## src/common/tetris_pkg.sv

```systemverilog
package tetris_pkg;

    localparam int cell_px    = 20;
    localparam int board_cols = 10;
    localparam int board_rows = 24;
    localparam int board_bits = board_cols * board_rows; // bit index is row * 10 + column
    localparam int margin_px  = 80;

    typedef logic [9:0]            pos_t;
    typedef logic [2:0]            piece_type_t; // I, O, T, S, Z, J, L
    typedef logic [1:0]            rot_t;
    typedef logic [board_bits-1:0] board_t;

    localparam pos_t floor_px          = 10'd459; // bottom pixel of row 22
    localparam pos_t left_limit_move   = 10'd100;
    localparam pos_t left_limit_state  = 10'd80;
    localparam pos_t right_limit_move  = 10'd259;
    localparam pos_t right_limit_state = 10'd279;
    localparam pos_t no_cell           = 10'd1023;
    localparam pos_t spawn_x           = 10'd140;
    localparam pos_t spawn_y           = 10'd0;

    // 4x4 frame masks, bit index is frame row * 4 + frame column
    localparam logic [15:0] shape_table [0:6][0:3] = '{
        '{16'h00F0, 16'h4444, 16'h0F00, 16'h2222},
        '{16'h0066, 16'h0066, 16'h0066, 16'h0066},
        '{16'h0072, 16'h0262, 16'h0270, 16'h0232},
        '{16'h0036, 16'h0462, 16'h0360, 16'h0231},
        '{16'h0063, 16'h0264, 16'h0630, 16'h0132},
        '{16'h0071, 16'h0226, 16'h0470, 16'h0322},
        '{16'h0074, 16'h0622, 16'h0170, 16'h0223}
    };

    // board cells covered by a piece, cells off the board are dropped
    function automatic board_t piece_mask(input piece_type_t kind, input rot_t rot,
                                          input pos_t x, input pos_t y);
        board_t      m;
        logic [15:0] s;
        int          row;
        int          col;
        m = '0;
        s = shape_table[kind][rot];
        for (int k = 0; k < 16; k++)
        begin
            row = int'(y) / cell_px + k / 4;
            col = int'(x) / cell_px - margin_px / cell_px + k % 4;
            if (s[k] && row < board_rows && col >= 0 && col < board_cols)
                m[row * board_cols + col] = 1'b1;
        end
        return m;
    endfunction

    // full rows vanish and everything above slides down
    function automatic board_t compact_rows(input board_t b);
        board_t res;
        int     dst;
        res = '0;
        dst = board_rows - 1;
        for (int r = board_rows - 1; r >= 0; r--)
        begin
            if (b[r * board_cols +: board_cols] != '1)
            begin
                res[dst * board_cols +: board_cols] = b[r * board_cols +: board_cols];
                dst = dst - 1;
            end
        end
        return res;
    endfunction

    function automatic logic [2:0] count_full(input board_t b);
        logic [2:0] n;
        n = '0;
        for (int r = 0; r < board_rows; r++)
        begin
            if (&b[r * board_cols +: board_cols])
                n = n + 3'd1;
        end
        return n;
    endfunction

endpackage

```

## src/piece_edges.sv

```systemverilog
`timescale 1ns/1ns

module piece_edges
(
    input  tetris_pkg::piece_type_t piece_type,
    input  tetris_pkg::rot_t        piece_rot,
    input  tetris_pkg::pos_t        piece_x,
    input  tetris_pkg::pos_t        piece_y,
    output tetris_pkg::pos_t        bottom1, bottom2, bottom3, bottom4,
    output tetris_pkg::pos_t        left1, left2, left3, left4,
    output tetris_pkg::pos_t        right1, right2, right3, right4
);

    logic [15:0]      shape;
    tetris_pkg::pos_t bot [4];
    tetris_pkg::pos_t lft [4];
    tetris_pkg::pos_t rgt [4];

    always_comb
    begin
        shape = tetris_pkg::shape_table[piece_type][piece_rot];
        for (int j = 0; j < 4; j++)
        begin
            lft[j] = tetris_pkg::no_cell;
            rgt[j] = tetris_pkg::no_cell;
            bot[j] = tetris_pkg::no_cell;
            for (int i = 3; i >= 0; i--)
            begin
                if (shape[j * 4 + i])
                    lft[j] = piece_x + tetris_pkg::pos_t'(i * tetris_pkg::cell_px); // last hit is leftmost
            end
            for (int i = 0; i < 4; i++)
            begin
                if (shape[j * 4 + i])
                    rgt[j] = piece_x + tetris_pkg::pos_t'((i + 1) * tetris_pkg::cell_px - 1);
                if (shape[i * 4 + j])
                    bot[j] = piece_y + tetris_pkg::pos_t'((i + 1) * tetris_pkg::cell_px - 1);
            end
        end
    end

    assign bottom1 = bot[0];
    assign bottom2 = bot[1];
    assign bottom3 = bot[2];
    assign bottom4 = bot[3];
    assign left1   = lft[0];
    assign left2   = lft[1];
    assign left3   = lft[2];
    assign left4   = lft[3];
    assign right1  = rgt[0];
    assign right2  = rgt[1];
    assign right3  = rgt[2];
    assign right4  = rgt[3];

endmodule

```

## config.mk

```make
export PLATFORM = sky130hd
export DESIGN_NAME = piece_edges
export DESIGN_NICKNAME = d
export VERILOG_FILES = /design/src/common/tetris_pkg.sv /design/src/piece_edges.sv
export SDC_FILE = /design/constraint.sdc
export NUM_CORES = 1
export LEC_CHECK = 0
export BUFFER_PORTS_ARGS = -buffer_cell sky130_fd_sc_hd__buf_4
export CAP_MARGIN = 40
export CORE_UTILIZATION = 50
export DETAILED_ROUTE_END_ITERATION = 8
export PLACE_DENSITY = 0.79
export SYNTH_ARGS = -nofsm -noshare
export SYNTH_HDL_FRONTEND = slang
export SYNTH_SLANG_ARGS = --single-unit
export TNS_END_PERCENT = 10
```

## constraint.sdc

```tcl
create_clock -name vclk -period 5.5
set_input_delay 1.1 -clock vclk [all_inputs]
set_output_delay 1.1 -clock vclk [all_outputs]
set_load 0.005 [all_outputs]
```

==> run_results.csv <==
group,metric,value,unit
sta,post-route-worst-setup-slack,774.4,ps
placement,gpl.final_weighted_congestion,1.026,
placement,port-buffer-count,145,
floorplan,num_rows,34,
worst_setup_path,slowest_stage_cell_crit_path,"sky130_fd_sc_hd__nor2_1",
global_routing,grt_overflow,0,
clock_tree,holdBufCountCts,0,
placement,place.detailed.instances,930,
global_routing,antenna_found_initial,0,
placement,hpwl,14420,um
floorplan,core,0.008763,mm^2
floorplan,initial_utilization,52.00,%
worst_setup_path,worstSetupEndpoint,"right3[3]",
run_status,status,"completed",
sta,maxSlewHeadroom,38.14,%
detailed_routing,avgRoutedWirePerCell,21.96,um
sta,fin_setup_tns,0,ps
cells_and_area,area_growth,18.92,%
power_and_ir_drop,cell_internal_pwr,0.0002881,W
power_and_ir_drop,power_frac_clock,0,%
worst_setup_path,cp_max_fo,16,
worst_setup_path,criticalPathCategory,"in2out",
yosys,synth.yosys.warnings,0,
cells_and_area,final_nets,871,
hold_path,hold_path_class,"in2out",
yosys,fraction_of_post_synthesis_cell_area_in_the_top_cell_type_by_area,9.061,%
worst_setup_path,timing.critical_path.cells,"buf_4, inv_1, ha_1, nand2b_1, nor2_1, buf_4, nor2_1, a221oi_1, buf_4",
run,max_cap_viol_count,0,
sta,fin_crit_sh,85.92,%
sta,slew_at_the_pin_closest_to_its_max_slew_limit,927.9,ps
yosys,seq_area_frac_synth,0,%
yosys,syn-instance-count,741,
power_and_ir_drop,total_switching_power,0.0003983,W
worst_setup_path,crit_arrival,3630,ps
detailed_routing,drt_drc_violations_left,0,
worst_setup_path,timing.critical_path.to_type,"output port",
yosys,commonest_cells_post_synth,"sky130_fd_sc_hd__nand2_1 (110), sky130_fd_sc_hd__nor2_1 (74), sky130_fd_sc_hd__a21oi_1 (67)",
floorplan,die_width,97.47,um
worst_setup_path,cp-startpoint,"piece_type[1]",
yosys,netlist_top_cells_area,"sky130_fd_sc_hd__nand2_1 (9.1%), sky130_fd_sc_hd__xnor2_1 (8.3%), sky130_fd_sc_hd__a21oi_1 (7.4%), sky130_fd_sc_hd__o21ai_0 (6.6%), sky130_fd_sc_hd__nor2_1 (6.1%)",
cells_and_area,fillCellCount,819,
floorplan,die-area,0.009499,mm^2
worst_setup_path,timing.critical_path.depth,9,
sta,finalCriticalPeriod,4726,ps
worst_setup_path,worst_setup_path_start_kind,"input port",
power_and_ir_drop,ir_drop,0.00006242,V
detailed_routing,dr.pass1.iters,6,
global_routing,largest_net_degree_at_the_start_of_global_routing,38,
detailed_routing,vias_per_inst,6.965,
power_and_ir_drop,power-per-cell-area,126.7,mW/mm^2
global_routing,grt_use_total,40.52,%
sta,hold_viol_final,0,
yosys,synth_cell_types,82,
floorplan,io_pins,145,
cells_and_area,antenna-diode-count,0,
detailed_routing,via_count,6477,
power_and_ir_drop,seq_power_share,0,%
sta,maxSlewViolCount,0,
floorplan,die-height,97.47,um
power_and_ir_drop,power_frac_comb,100.0,%
global_routing,gr-usage-met3,6.331,%
worst_setup_path,critPathBufInv,4,
cells_and_area,sequential_cell_area,0,um^2
sta,setup_viol_count_final,0,
global_routing,grt_pass1_vias,5920,
clock_tree,number_of_gates_resized_after_cts,0,
worst_setup_path,max_stage_delay,540,ps
cells_and_area,multi_input_area,0.004075,mm^2
sta,achievable-frequency,211.6,MHz
yosys,number_of_nets_produced_by_synthesis,788,
yosys,syn-mean-instance-area,6.150,um^2
global_routing,globalRouteMet2Util,60.95,%
worst_setup_path,critical-path-top-delay-family,"simple AND/OR/NAND/NOR gates",
cells_and_area,n_clock_buffer,0,
worst_setup_path,crit_top_cell,"sky130_fd_sc_hd__buf_4",
global_routing,grt_use_met1,55.58,%
placement,place_ws,930.1,ps
cells_and_area,numSequentialCells,0,
power_and_ir_drop,switching_share,58.03,%
detailed_routing,starting_drc_count_in_detailed_routing,938,
power_and_ir_drop,power,0.0006864,W
cells_and_area,final_cell_count_no_fill,930,
clock_tree,post-cts-setup-buffers,0,
global_routing,global_route_wire_length_before_repair,31440,um
global_routing,gr-max-usage-layer,"met2",
cells_and_area,drive_gt1_share,22.14,%
power_and_ir_drop,cellLeakagePower,2.191,nW
worst_setup_path,worst-endpoint-required,4400,ps
yosys,synthesized_area,0.004557,mm^2
yosys,yosys.cell_count.top_type,"sky130_fd_sc_hd__nand2_1",
yosys,netlist.top_cell.by_area,"sky130_fd_sc_hd__nand2_1",
sta,rsz_0062_raised_after_global_routing,"false",
detailed_routing,route.final.wire_length,20430,um
detailed_routing,ant_nets,0,
[worst min path at each step]
stage	cells past startpoint	endpoint	slack, ps	start
finish	3	bottom4[0]	2510	piece_y[0]
floorplan	2	left1[1]	2320	piece_x[1]
detailed placement	3	bottom4[0]	2510	piece_y[0]
CTS	3	bottom4[0]	2510	piece_y[0]
global placement	3	bottom4[0]	2500	piece_y[0]
global route	3	bottom4[0]	2530	piece_y[0]
[tightest hold or removal path: stages]
cell and delay [ps]:
sky130_fd_sc_hd__buf_4 150, sky130_fd_sc_hd__nand2_1 60, sky130_fd_sc_hd__buf_4 100
[routing by layer]
| layer | part of all wire (%) | wire length (um) |
|---|---|---|
| met5 | 0 | 0 |
| met4 | 5.5 | 1133 |
| met3 | 13 | 2713 |
| met2 | 43 | 8709 |
| met1 | 39 | 7869 |
[cells by family (layout without fill, tap and decap cells)]
| kind of cell | after synthesis | count (layout) | synth area share, % |
|---|---|---|---|
| AO/OA/AOI/OAI | 285 | 285 | 41.68 |
| AND/OR/NAND/NOR | 274 | 274 | 27.35 |
| buffers and inverters | 89 | 170 | 10.57 |
| XOR/XNOR | 63 | 63 | 12.11 |
| adder cells (fa/ha/maj) | 22 | 22 | 6.041 |
| multiplexers | 8 | 8 | 2.252 |
[power groups by stage]
stage	combinational, W	clock [W]	sequential (W)
2_1_floorplan	0.000402	0	0
3_3_place_gp	0.000658	0	0
3_5_place_dp	0.000662	0	0
4_1_cts	0.000665	0	0
5_1_grt	0.000726	0	0
6_report	0.000686	0	0
[per-stage QoR]
stage	hold slack [ps]	instance area [um^2]	util, %
floorplan	2323	4557	-
global placement	2504	5419	61.84
detailed placement	2508	5419	61.84
CTS	2508	5419	61.84
global route	2526	5419	61.84
finish	2513	5419	61.84
[layout make-up]
| cell class | count | area share, % |
|---|---|---|
| tap | 108 | 2.494 |
| timing repair buffer | 152 | 21.06 |
| inverter | 18 | 1.247 |
| multi-input combinational | 652 | 75.20 |
[cells in the final DEF (no fill, tap or decap), types with 17 or more instances in the layout]
cell                       instances
sky130_fd_sc_hd__o21ai_0          60
sky130_fd_sc_hd__xnor2_1          43
sky130_fd_sc_hd__buf_4           152
sky130_fd_sc_hd__a31oi_1          17
sky130_fd_sc_hd__nor3_1           21
sky130_fd_sc_hd__o22ai_1          20
sky130_fd_sc_hd__nand2_1         110
sky130_fd_sc_hd__a21oi_1          67
sky130_fd_sc_hd__ha_1             22
sky130_fd_sc_hd__nand3_1          18
sky130_fd_sc_hd__nor2_1           74
sky130_fd_sc_hd__xor2_1           20
sky130_fd_sc_hd__o211ai_1         20
Note: power is estimated with default switching activity, not from simulation.
